<file path="src/mem_iq_pkg.sv">
/*
 * Memory issue queue package
 * Queue sizes, micro-op field widths and the second-register union
 */
package mem_iq_pkg;

  // Queue geometry
  localparam int IQ_SIZE         = 8;
  localparam int DISPATCH_WIDTH  = 2;
  localparam int SLOT_INDEX_BITS = 3;
  localparam int COUNT_BITS      = 4;

  // Micro-op fields
  localparam int PRF_INDEX_BITS  = 6;
  localparam int IMM_BITS        = 12;
  localparam int LSQ_TAG_BITS    = 4;

  // Second register field of a memory micro-op
  // A load names its destination here, a store its data source
  typedef union packed {
    logic [PRF_INDEX_BITS-1:0] dest_index;
    logic [PRF_INDEX_BITS-1:0] data_index;
  } mem_reg2_t;

endpackage

</file>
<file path="src/mem_issue_slot.sv">
/*
 * Memory issue slot
 * Holds one load or store micro-op, loads from dispatch or shifts down
 * from the slot above, and reports when its sources are ready
 */
`timescale 1ns/10ps

module mem_issue_slot import mem_iq_pkg::*; (
  input  logic                      clock,
  input  logic                      reset,

  input  logic                      load,
  input  logic                      shift,

  input  logic                      in_is_store,
  input  logic [PRF_INDEX_BITS-1:0] in_rs1_index,
  input  mem_reg2_t                 in_reg2,
  input  logic [IMM_BITS-1:0]       in_imm,
  input  logic [LSQ_TAG_BITS-1:0]   in_tag,

  input  logic                      next_occupied,
  input  logic                      next_is_store,
  input  logic [PRF_INDEX_BITS-1:0] next_rs1_index,
  input  mem_reg2_t                 next_reg2,
  input  logic [IMM_BITS-1:0]       next_imm,
  input  logic [LSQ_TAG_BITS-1:0]   next_tag,

  output logic                      occupied,
  output logic                      is_store,
  output logic [PRF_INDEX_BITS-1:0] rs1_index,
  output mem_reg2_t                 reg2,
  output logic [IMM_BITS-1:0]       imm,
  output logic [LSQ_TAG_BITS-1:0]   tag,

  input  logic                      rs1_busy,
  input  logic                      rs2_busy,
  output logic [PRF_INDEX_BITS-1:0] rs2_index,
  output logic                      ready
);

  always_ff @(posedge clock) begin
    if (reset) begin
      occupied <= 1'b0;
      is_store <= 1'b0;
    end else if (load) begin
      occupied <= 1'b1;
      is_store <= in_is_store;
    end else if (shift) begin
      occupied <= next_occupied;
      is_store <= next_is_store;
    end
  end

  always_ff @(posedge clock) begin
    if (load) begin
      rs1_index <= in_rs1_index;
      reg2      <= in_reg2;
      imm       <= in_imm;
      tag       <= in_tag;
    end else if (shift) begin
      rs1_index <= next_rs1_index;
      reg2      <= next_reg2;
      imm       <= next_imm;
      tag       <= next_tag;
    end
  end

  // Only a store waits on its second register
  assign rs2_index = is_store ? reg2.data_index : '0;
  assign ready     = occupied & ~rs1_busy & (~is_store | ~rs2_busy);

endmodule

</file>
<file path="src/mem_iq_allocator.sv">
/*
 * Memory issue queue allocator
 * Tracks tail and free count, steers dispatched micro-ops into free
 * slots and raises full when a dispatch pair may no longer fit
 */
`timescale 1ns/10ps

module mem_iq_allocator import mem_iq_pkg::*; (
  input  logic                                          clock,
  input  logic                                          reset,

  input  logic      [DISPATCH_WIDTH-1:0]                in_valid,
  input  logic      [DISPATCH_WIDTH-1:0]                in_is_store,
  input  logic      [DISPATCH_WIDTH-1:0][PRF_INDEX_BITS-1:0] in_rs1_index,
  input  mem_reg2_t [DISPATCH_WIDTH-1:0]                in_reg2,
  input  logic      [DISPATCH_WIDTH-1:0][IMM_BITS-1:0]  in_imm,
  input  logic      [DISPATCH_WIDTH-1:0][LSQ_TAG_BITS-1:0] in_tag,

  input  logic                                          issue_fire,

  output logic      [IQ_SIZE-1:0]                       load,
  output logic      [IQ_SIZE-1:0]                       slot_is_store,
  output logic      [IQ_SIZE-1:0][PRF_INDEX_BITS-1:0]   slot_rs1_index,
  output mem_reg2_t [IQ_SIZE-1:0]                       slot_reg2,
  output logic      [IQ_SIZE-1:0][IMM_BITS-1:0]         slot_imm,
  output logic      [IQ_SIZE-1:0][LSQ_TAG_BITS-1:0]     slot_tag,

  output logic                                          full
);

  logic [COUNT_BITS-1:0] tail;
  logic [COUNT_BITS-1:0] free_count;
  logic [COUNT_BITS-1:0] in_count;
  logic [COUNT_BITS-1:0] out_count;
  logic [COUNT_BITS-1:0] base;
  logic [COUNT_BITS-1:0] pos;

  assign out_count = {{(COUNT_BITS-1){1'b0}}, issue_fire};

  // The issued slot compacts away this cycle, so writes land one lower
  assign base = tail - out_count;

  always_comb begin
    load           = '0;
    slot_is_store  = '0;
    slot_rs1_index = '0;
    slot_reg2      = '0;
    slot_imm       = '0;
    slot_tag       = '0;
    in_count       = '0;
    pos            = '0;
    for (int i = 0; i < DISPATCH_WIDTH; i++) begin
      if (in_valid[i]) begin
        // Rank among valid lanes keeps gaps out of the queue
        pos = base + in_count;
        if (pos < COUNT_BITS'(IQ_SIZE)) begin
          load[pos[SLOT_INDEX_BITS-1:0]]           = 1'b1;
          slot_is_store[pos[SLOT_INDEX_BITS-1:0]]  = in_is_store[i];
          slot_rs1_index[pos[SLOT_INDEX_BITS-1:0]] = in_rs1_index[i];
          slot_reg2[pos[SLOT_INDEX_BITS-1:0]]      = in_reg2[i];
          slot_imm[pos[SLOT_INDEX_BITS-1:0]]       = in_imm[i];
          slot_tag[pos[SLOT_INDEX_BITS-1:0]]       = in_tag[i];
        end
        in_count = in_count + 1'b1;
      end
    end
  end

  always_ff @(posedge clock) begin
    if (reset) begin
      tail       <= '0;
      free_count <= COUNT_BITS'(IQ_SIZE);
    end else begin
      tail       <= tail + in_count - out_count;
      free_count <= free_count - in_count + out_count;
    end
  end

  assign full = free_count < COUNT_BITS'(DISPATCH_WIDTH);

endmodule

</file>
<file path="src/mem_iq_selector.sv">
/*
 * Memory issue queue selector
 * Picks the oldest eligible slot, holds stores until they reach slot 0,
 * stalls on ex_busy and builds the compaction shift mask
 */
`timescale 1ns/10ps

module mem_iq_selector import mem_iq_pkg::*; (
  input  logic [IQ_SIZE-1:0]         ready,
  input  logic [IQ_SIZE-1:0]         occupied,
  input  logic [IQ_SIZE-1:0]         is_store,
  input  logic                       ex_busy,

  output logic [SLOT_INDEX_BITS-1:0] issue_sel,
  output logic                       issue_fire,
  output logic [IQ_SIZE-1:0]         shift
);

  logic [IQ_SIZE-1:0] eligible;
  logic               found;

  // A store may only leave from the oldest slot
  always_comb begin
    for (int k = 0; k < IQ_SIZE; k++) begin
      eligible[k] = occupied[k] & ready[k] & (~is_store[k] | (k == 0));
    end
  end

  // Lowest slot number is the oldest entry
  always_comb begin
    issue_sel = '0;
    found     = 1'b0;
    for (int k = IQ_SIZE - 1; k >= 0; k--) begin
      if (eligible[k]) begin
        issue_sel = SLOT_INDEX_BITS'(k);
        found     = 1'b1;
      end
    end
  end

  assign issue_fire = found & ~ex_busy;

  // Everything at or above the issued slot moves down one
  always_comb begin
    for (int k = 0; k < IQ_SIZE; k++) begin
      shift[k] = issue_fire & (SLOT_INDEX_BITS'(k) >= issue_sel);
    end
  end

endmodule

</file>
<file path="src/mem_issue_queue.sv">
/*
 * Memory issue queue
 * Eight-entry compacting queue for load and store micro-ops, two in
 * per cycle from dispatch and one out per cycle to the memory pipe
 */
`timescale 1ns/10ps

module mem_issue_queue import mem_iq_pkg::*; (
  input  logic                                          clock,
  input  logic                                          reset,

  input  logic      [DISPATCH_WIDTH-1:0]                in_valid,
  input  logic      [DISPATCH_WIDTH-1:0]                in_is_store,
  input  logic      [DISPATCH_WIDTH-1:0][PRF_INDEX_BITS-1:0] in_rs1_index,
  input  mem_reg2_t [DISPATCH_WIDTH-1:0]                in_reg2,
  input  logic      [DISPATCH_WIDTH-1:0][IMM_BITS-1:0]  in_imm,
  input  logic      [DISPATCH_WIDTH-1:0][LSQ_TAG_BITS-1:0] in_tag,
  output logic                                          full,

  output logic      [IQ_SIZE-1:0][PRF_INDEX_BITS-1:0]   slot_rs1_index,
  output logic      [IQ_SIZE-1:0][PRF_INDEX_BITS-1:0]   slot_rs2_index,
  input  logic      [IQ_SIZE-1:0]                       rs1_busy,
  input  logic      [IQ_SIZE-1:0]                       rs2_busy,

  input  logic                                          ex_busy,
  output logic                                          issue_valid,
  output logic                                          issue_is_store,
  output logic      [PRF_INDEX_BITS-1:0]                issue_rs1_index,
  output mem_reg2_t                                     issue_reg2,
  output logic      [IMM_BITS-1:0]                      issue_imm,
  output logic      [LSQ_TAG_BITS-1:0]                  issue_tag
);

  logic      [IQ_SIZE-1:0]                     load;
  logic      [IQ_SIZE-1:0]                     shift;
  logic      [IQ_SIZE-1:0]                     ready;
  logic      [IQ_SIZE-1:0]                     alloc_is_store;
  logic      [IQ_SIZE-1:0][PRF_INDEX_BITS-1:0] alloc_rs1_index;
  mem_reg2_t [IQ_SIZE-1:0]                     alloc_reg2;
  logic      [IQ_SIZE-1:0][IMM_BITS-1:0]       alloc_imm;
  logic      [IQ_SIZE-1:0][LSQ_TAG_BITS-1:0]   alloc_tag;

  // Slot state, with one extra always-empty entry above the top slot
  logic      [IQ_SIZE:0]                       q_occupied;
  logic      [IQ_SIZE:0]                       q_is_store;
  logic      [IQ_SIZE:0][PRF_INDEX_BITS-1:0]   q_rs1_index;
  mem_reg2_t [IQ_SIZE:0]                       q_reg2;
  logic      [IQ_SIZE:0][IMM_BITS-1:0]         q_imm;
  logic      [IQ_SIZE:0][LSQ_TAG_BITS-1:0]     q_tag;

  logic      [SLOT_INDEX_BITS-1:0]             issue_sel;
  logic                                        issue_fire;

  mem_iq_allocator i_allocator (
    .clock          (clock),
    .reset          (reset),
    .in_valid       (in_valid),
    .in_is_store    (in_is_store),
    .in_rs1_index   (in_rs1_index),
    .in_reg2        (in_reg2),
    .in_imm         (in_imm),
    .in_tag         (in_tag),
    .issue_fire     (issue_fire),
    .load           (load),
    .slot_is_store  (alloc_is_store),
    .slot_rs1_index (alloc_rs1_index),
    .slot_reg2      (alloc_reg2),
    .slot_imm       (alloc_imm),
    .slot_tag       (alloc_tag),
    .full           (full)
  );

  assign q_occupied[IQ_SIZE]  = 1'b0;
  assign q_is_store[IQ_SIZE]  = 1'b0;
  assign q_rs1_index[IQ_SIZE] = '0;
  assign q_reg2[IQ_SIZE]      = '0;
  assign q_imm[IQ_SIZE]       = '0;
  assign q_tag[IQ_SIZE]       = '0;

  for (genvar k = 0; k < IQ_SIZE; k++) begin : g_slot
    mem_issue_slot i_slot (
      .clock          (clock),
      .reset          (reset),
      .load           (load[k]),
      .shift          (shift[k]),
      .in_is_store    (alloc_is_store[k]),
      .in_rs1_index   (alloc_rs1_index[k]),
      .in_reg2        (alloc_reg2[k]),
      .in_imm         (alloc_imm[k]),
      .in_tag         (alloc_tag[k]),
      .next_occupied  (q_occupied[k+1]),
      .next_is_store  (q_is_store[k+1]),
      .next_rs1_index (q_rs1_index[k+1]),
      .next_reg2      (q_reg2[k+1]),
      .next_imm       (q_imm[k+1]),
      .next_tag       (q_tag[k+1]),
      .occupied       (q_occupied[k]),
      .is_store       (q_is_store[k]),
      .rs1_index      (q_rs1_index[k]),
      .reg2           (q_reg2[k]),
      .imm            (q_imm[k]),
      .tag            (q_tag[k]),
      .rs1_busy       (rs1_busy[k]),
      .rs2_busy       (rs2_busy[k]),
      .rs2_index      (slot_rs2_index[k]),
      .ready          (ready[k])
    );
  end

  assign slot_rs1_index = q_rs1_index[IQ_SIZE-1:0];

  mem_iq_selector i_selector (
    .ready      (ready),
    .occupied   (q_occupied[IQ_SIZE-1:0]),
    .is_store   (q_is_store[IQ_SIZE-1:0]),
    .ex_busy    (ex_busy),
    .issue_sel  (issue_sel),
    .issue_fire (issue_fire),
    .shift      (shift)
  );

  // Issue output mux
  assign issue_valid     = issue_fire;
  assign issue_is_store  = q_is_store[issue_sel];
  assign issue_rs1_index = q_rs1_index[issue_sel];
  assign issue_reg2      = q_reg2[issue_sel];
  assign issue_imm       = q_imm[issue_sel];
  assign issue_tag       = q_tag[issue_sel];

endmodule

</file>
<file path="config.mk">
export PLATFORM = sky130hd
export DESIGN_NAME = mem_issue_queue
export DESIGN_NICKNAME = d
export VERILOG_FILES = /design/src/mem_iq_pkg.sv /design/src/mem_issue_slot.sv /design/src/mem_iq_allocator.sv /design/src/mem_iq_selector.sv /design/src/mem_issue_queue.sv
export SDC_FILE = /design/constraint.sdc
export NUM_CORES = 1
export LEC_CHECK = 0
export BUFFER_PORTS_ARGS = -buffer_cell sky130_fd_sc_hd__clkbuf_2
export CAP_MARGIN = 20
export CELL_PAD_IN_SITES_DETAIL_PLACEMENT = 1
export CELL_PAD_IN_SITES_GLOBAL_PLACEMENT = 2
export CORE_MARGIN = 1
export CORE_UTILIZATION = 41
export CTS_CLUSTER_DIAMETER = 80
export DETAILED_ROUTE_END_ITERATION = 8
export PLACE_DENSITY_LB_ADDON = 0.15
export SYNTH_ARGS = -nofsm -noshare
export SYNTH_HDL_FRONTEND = slang
export SYNTH_SLANG_ARGS = --single-unit
</file>
<file path="constraint.sdc">
create_clock -name clock -period 12.1 [get_ports clock]
set_clock_uncertainty 0.1 [all_clocks]
set_input_delay 2.42 -clock clock [delete_from_list [all_inputs] [get_ports clock]]
set_output_delay 2.42 -clock clock [all_outputs]
set_load 0.02 [all_outputs]
</file>
Word level (Yosys, flattened, before mapping)
Cells that the tools add are included.
{"block": "totals", "ff_bits": 248, "input_bits": 79, "out_inout_bits": 127}
{"block": "classes", "add_sub_neg": 7, "n_bitwise": 79, "order_cmp": 16, "n_reduce_logical": 10, "muxes": 175}
{"op": "$mux 48", "count": 8}
{"op": "$mux 96", "count": 4}
{"op": "$mux 6", "count": 43}
{"op": "$mux 12", "count": 19}
{"op": "$mux 32", "count": 4}
{"op": "$and 48x48->48", "count": 2}
{"op": "$and 96x96->96", "count": 1}
{"op": "$bwmux 48", "count": 2}
{"op": "$bwmux 96", "count": 1}
{"op": "$mux 4", "count": 20}
{"op": "$demux 12 s3", "count": 2}
{"op": "$mux 8", "count": 8}
{"op": "$mux 1", "count": 43}
{"op": "$and 1x1->1", "count": 40}
{"op": "$bmux 12 s3", "count": 1}
{"op": "$bmux 6 s3", "count": 2}
{"op": "$demux 6 s3", "count": 2}
{"op": "$and 32x32->32", "count": 1}
{"op": "$bwmux 32", "count": 1}
{"op": "$not 1->1", "count": 25}
{"op": "$demux 4 s3", "count": 2}
{"op": "$mux 3", "count": 8}
{"op": "$reduce_bool 2->1", "count": 8}
{"op": "$bmux 4 s3", "count": 1}
{"op": "20 further kinds", "count": 39}

Depth between registers and ports, before layout
{"block": "depth", "depth_word": 26, "ltp_mapped": 17}

Modules after synthesis
Synthesis repeated with hierarchy kept, for this count alone.
{"block": "unflattened", "cells_unflattened": 1446, "area_unflattened_um2": 17511.8}
{"module": "mem_issue_slot", "area_per_inst_um2": 1332.5, "n_inst": 8, "cells_each": 76}
{"module": "mem_iq_allocator", "area_per_inst_um2": 4794.6, "n_inst": 1, "cells_each": 698}
{"module": "mem_issue_queue", "area_per_inst_um2": 1849.3, "n_inst": 1, "cells_each": 104}
{"module": "mem_iq_selector", "area_per_inst_um2": 207.7, "n_inst": 1, "cells_each": 36}

Worst setup path after synthesis
OpenSTA, ideal clock, no wires.
{"block": "synth_path", "kind": "input -> output", "start": "in rs1_busy[5]", "end": "out issue_rs1_index[1]", "cell_stages": 8, "arrival_time_ns": 4.281, "setup_slack_ns": 5.299, "required_time_ns": 9.580, "n_path_buf": 2, "cell_sequence": "nor3b_1 > a21oi_2 > o32a_2 > buf_6 > buf_12 > mux2i_1 > a32o_1 > a221oi_1"}
{"block": "synth_between", "elab_chain_len": 13}
{"item": "start: declaration", "line_no": "mem_issue_queue.sv:22", "source": "input logic [IQ_SIZE-1:0] rs1_busy,"}
{"item": "$not 1->1", "line_no": "mem_issue_slot.sv:70", "source": "assign ready = occupied & ~rs1_busy & (~is_store | ~rs2_busy);"}
{"item": "$and 1x1->1 (2 in series)", "line_no": "mem_issue_slot.sv:70"}
{"item": "$and 1x1->1 (2 in series)", "line_no": "mem_iq_selector.sv:25", "source": "eligible[k] = occupied[k] & ready[k] & (~is_store[k] | (k == 0));"}
{"item": "$mux 3 (6 in series)", "line_no": "mem_iq_selector.sv:34", "source": "if (eligible[k]) begin"}
{"item": "$bmux 6 s3", "line_no": "mem_issue_queue.sv:125", "source": "assign issue_rs1_index = q_rs1_index[issue_sel];"}
{"item": "$mux 6 (implied by the code)", "line_no": "mem_issue_queue.sv:125"}
{"item": "end: declaration", "line_no": "mem_issue_queue.sv:28", "source": "output logic [PRF_INDEX_BITS-1:0] issue_rs1_index,"}
No other way between the ends. The select of a mux whose other input is x is not followed.

Worst setup path in the final report
{"block": "layout_path", "start": "in rs1_busy[4]", "end": "out issue_rs1_index[3]"}
{"block": "layout_between", "elab_chain_len": 12}
{"item": "$not 1->1", "line_no": "mem_issue_slot.sv:70"}
{"item": "$and 1x1->1 (2 in series)", "line_no": "mem_issue_slot.sv:70"}
{"item": "$and 1x1->1 (2 in series)", "line_no": "mem_iq_selector.sv:25"}
{"item": "$mux 3 (5 in series)", "line_no": "mem_iq_selector.sv:34"}
{"item": "$bmux 6 s3", "line_no": "mem_issue_queue.sv:125"}
{"item": "$mux 6 (implied by the code)", "line_no": "mem_issue_queue.sv:125"}
No other way between the ends. The select of a mux whose other input is x is not followed.

==> run summary <==
Internal -> 3580 uW
DP Wirelength -> 33600 um
EDFF count, synth -> 224
CTS tree -> built
Sw Pwr -> 3140 uW
Synth Cell Area -> 15800 um2
Clock tree sinks -> 248
FP Rows -> 71
Setup Crit Path Kind -> in -> out
Post-synth ARST share -> 0%
Switching share of power -> 46.7%
Initial core utilization -> 41.7%
Later-pin clock latency in the skew report -> 0.58 ns
Area taken by multi-input logic gates -> 7670 um2
CP Capture Type -> primary output
Initial antenna violation count -> 4
Crit-path max FO -> 56
Clock share of power -> 14.0%
TritonRoute pass-1 iters -> 5
Total GRT Usage -> 28.2%
Crit path DAT -> 5.82 ns
VDD IR max -> 0.224 mV
Main flop type after synthesis -> edfxtp_1
Setup Total Neg Slack -> 0 ns
Initial drt markers -> 905
IO Count -> 206
Port Buf Inserts -> 198
Combinational share of power -> 55.2%
CP Cell Sequence -> clkbuf_2 > nor3b_1 > o32a_4 > buf_4 > nand2_1 > a32o_1 > a221oi_1 > clkbuf_2
Vias -> 12500
GP Congestion -> 0.803
Synth warnings -> 0
Synthesized netlist cell count -> 1538
GRT overflow -> 0
Worst path required time -> 9.58 ns
Drt wl/cell -> 25.7 um
Syn_area_per_cell -> 10.2 um2
Routed Antenna Nets -> 0
CP max stage delay -> 0.81 ns
CP Buf/Inv Count -> 3
Minimum clock period -> 8.34 ns
Post-CTS setup buffer count -> 0
Sequential-to-total area share from yosys stat -> 45.8%
Vias in the first global route -> 12800
Worst-Margin Slew -> 1.06 ns
Die X -> 198 um
Nets -> 1730
CTS Hold Bufs -> 0
Max-capacitance violation count -> 0
Leakage -> 0.00806 uW
Layout cells sized above 1 -> 20.4%
Cell repeated most along the worst path -> clkbuf_2
Post-CTS sizing -> 0
Final Hold Fails -> 0
Fillers -> 4185
Clk root buf -> clkbuf_16
Worst setup SP type -> primary input
Most common cell after layout, fill and taps aside -> mux2i_1
Reg2Reg Setup Slack -> 6.02 ns
Fmax -> 120 MHz
Final cell utilization of the core -> 47.3%
Slew headroom -> 29.3%
Power Density -> 376 nW/um2
Power share of the sequential group -> 30.8%
Run status -> finished, final reports clean
DRC viols -> 0
Max-slew violations -> 0
Max clock buf depth -> 3
Core region area -> 37800 um2
Most frequent cells in the layout -> mux2i_1, edfxtp_1, nor2_1, a21oi_1, clkbuf_2
First-pass GRT wire length -> 81800 um
Synthesized Nets -> 1635
Die area -> 39200 um2
Count of cell types in the netlist -> 71
Total CTS buffers -> 31
RSZ-0062 raised after global routing -> false
Critical path's top delay family -> compound AO/OA/AOI/OAI gates
Hold Crit Class -> reg -> reg
Htree depth -> 1
Final WS setup -> 3.76 ns
Die span in y -> 198 um
Largest net degree at the start of global routing -> 62
FF/Latch Area -> 7210 um2
Dpl ws -> 3.72 ns
Final WL -> 55700 um
Clock transition at the registers of the reported paths -> 0.06 ns
Register bit count reported by yosys -> 248
Synthesis-to-finish area growth -> 13.3%
Vias/cell -> 5.77
Crit path max-delay cell type -> buf_4
Period utilization -> 68.9%
Setup Viol. Count Final -> 0
-- per-stage QoR --
step | cell area (um2) | cells | total power (uW) | hold slack, ns
detailed placement | 16800 | 2111 | 5780 | 0.401
global placement | 16800 | 2110 | 5660 | 0.392
finish | 17800 | 2171 | 6720 | 0.442
floorplan | 15800 | 1538 | 4510 | 0.369
global route | 17800 | 2171 | 7070 | 0.483
CTS | 17800 | 2169 | 6740 | 0.416
-- metal layers --
metal / track usage (%) / routed length (um) / vias to the layer above
met3: 3.12 / 3040 / 83
met5: 0 / 13 / -
li1: - / - / 5776
met1: 38.1 / 24900 / 6249
met4: 7.44 / 1240 / 2
met2: 47.9 / 26600 / 424
-- Yosys cell counts, drive strengths merged, types with 3 or more instances --
cell type,instances,area share (%)
nor2,209,5.0
o31ai,3,0.14
mux2,3,0.21
xor2,5,0.28
nand2,125,3.0
a211oi,3,0.14
and2,49,1.9
and3,3,0.12
a21o,4,0.19
nor2b,5,0.20
o2111ai,5,0.51
a21boi,3,0.17
a221oi,28,2.5
dfxtp,24,3.1
mux2i,292,19
nor3,5,0.19
o21ai,35,1.2
nand3b,6,0.29
nand2b,3,0.12
buf,114,4.6
a21oi,205,6.6
nor3b,10,0.51
a31oi,7,0.28
inv,23,0.55
nand4,5,0.20
edfxtp,224,43
xnor2,6,0.38
a32o,28,1.8
clkbuf,52,1.3
ha,16,1.3
nand3,10,0.35
a31o,6,0.33
-- power by group through the flow --
stage                     Clock [uW]  Combinational (uW)  Sequential (uW)
after floorplan                    0                2450             2070
after global placement             0                3590             2060
after detailed placement           0                3700             2080
after CTS                        954                3720             2070
after global routing             981                3970             2120
final                            942                3710             2070
-- final cells by class --
type                    count  share of cell area [%]
diodes                      2                  0.0281
clock buffers              39                    4.52
repair buffers            228                    6.93
multi-input cells        1101                    43.0
inverters                  23                   0.484
flip-flops and latches    248                    40.4
well taps                 511                    3.58
clock inverters            19                    1.07
-- worst paths after layout --
kind,from,endpoint,cells past startpoint
hold reg to reg,g_slot[0].i_slot.occupied$_SDFFE_PP0P_,g_slot[0].i_slot.occupied$_SDFFE_PP0P_,2
setup reg to reg,g_slot[1].i_slot.is_store$_SDFFE_PP0P_,g_slot[0].i_slot.imm[6]$_DFFE_PP_,14
setup / recovery,rs1_busy[4],issue_rs1_index[3],8
hold / removal,g_slot[0].i_slot.occupied$_SDFFE_PP0P_,g_slot[0].i_slot.occupied$_SDFFE_PP0P_,2
-- cells by family after synthesis --
| kind of cell | Yosys count | synth area share (%) |
|---|---|---|
| AND/OR/NAND/NOR | 439 | 12.3 |
| AO/OA/AOI/OAI | 338 | 14.5 |
| multiplexers | 295 | 18.8 |
| flip-flops | 248 | 45.8 |
| buffers and inverters | 189 | 6.39 |
| adder cells (fa/ha/maj) | 18 | 1.53 |
| XOR/XNOR | 11 | 0.659 |
-- worst min-delay path: cells and delay by family, from the launching register on --
| family | cells | cell delay, ns |
|---|---|---|
| compound gates | 2 | 0.18 |
| flops | 1 | 0.31 |
-- state kept, by name (all words and copies together) (netlist names) --
name,cells
g_slot.i_slot.reg2,48
i_allocator.tail,4
g_slot.i_slot.occupied,8
g_slot.i_slot.rs1_index,48
g_slot.i_slot.is_store,8
g_slot.i_slot.tag,32
i_allocator.free_count,4
g_slot.i_slot.imm,96
Note: power is estimated with default switching activity, not from simulation.
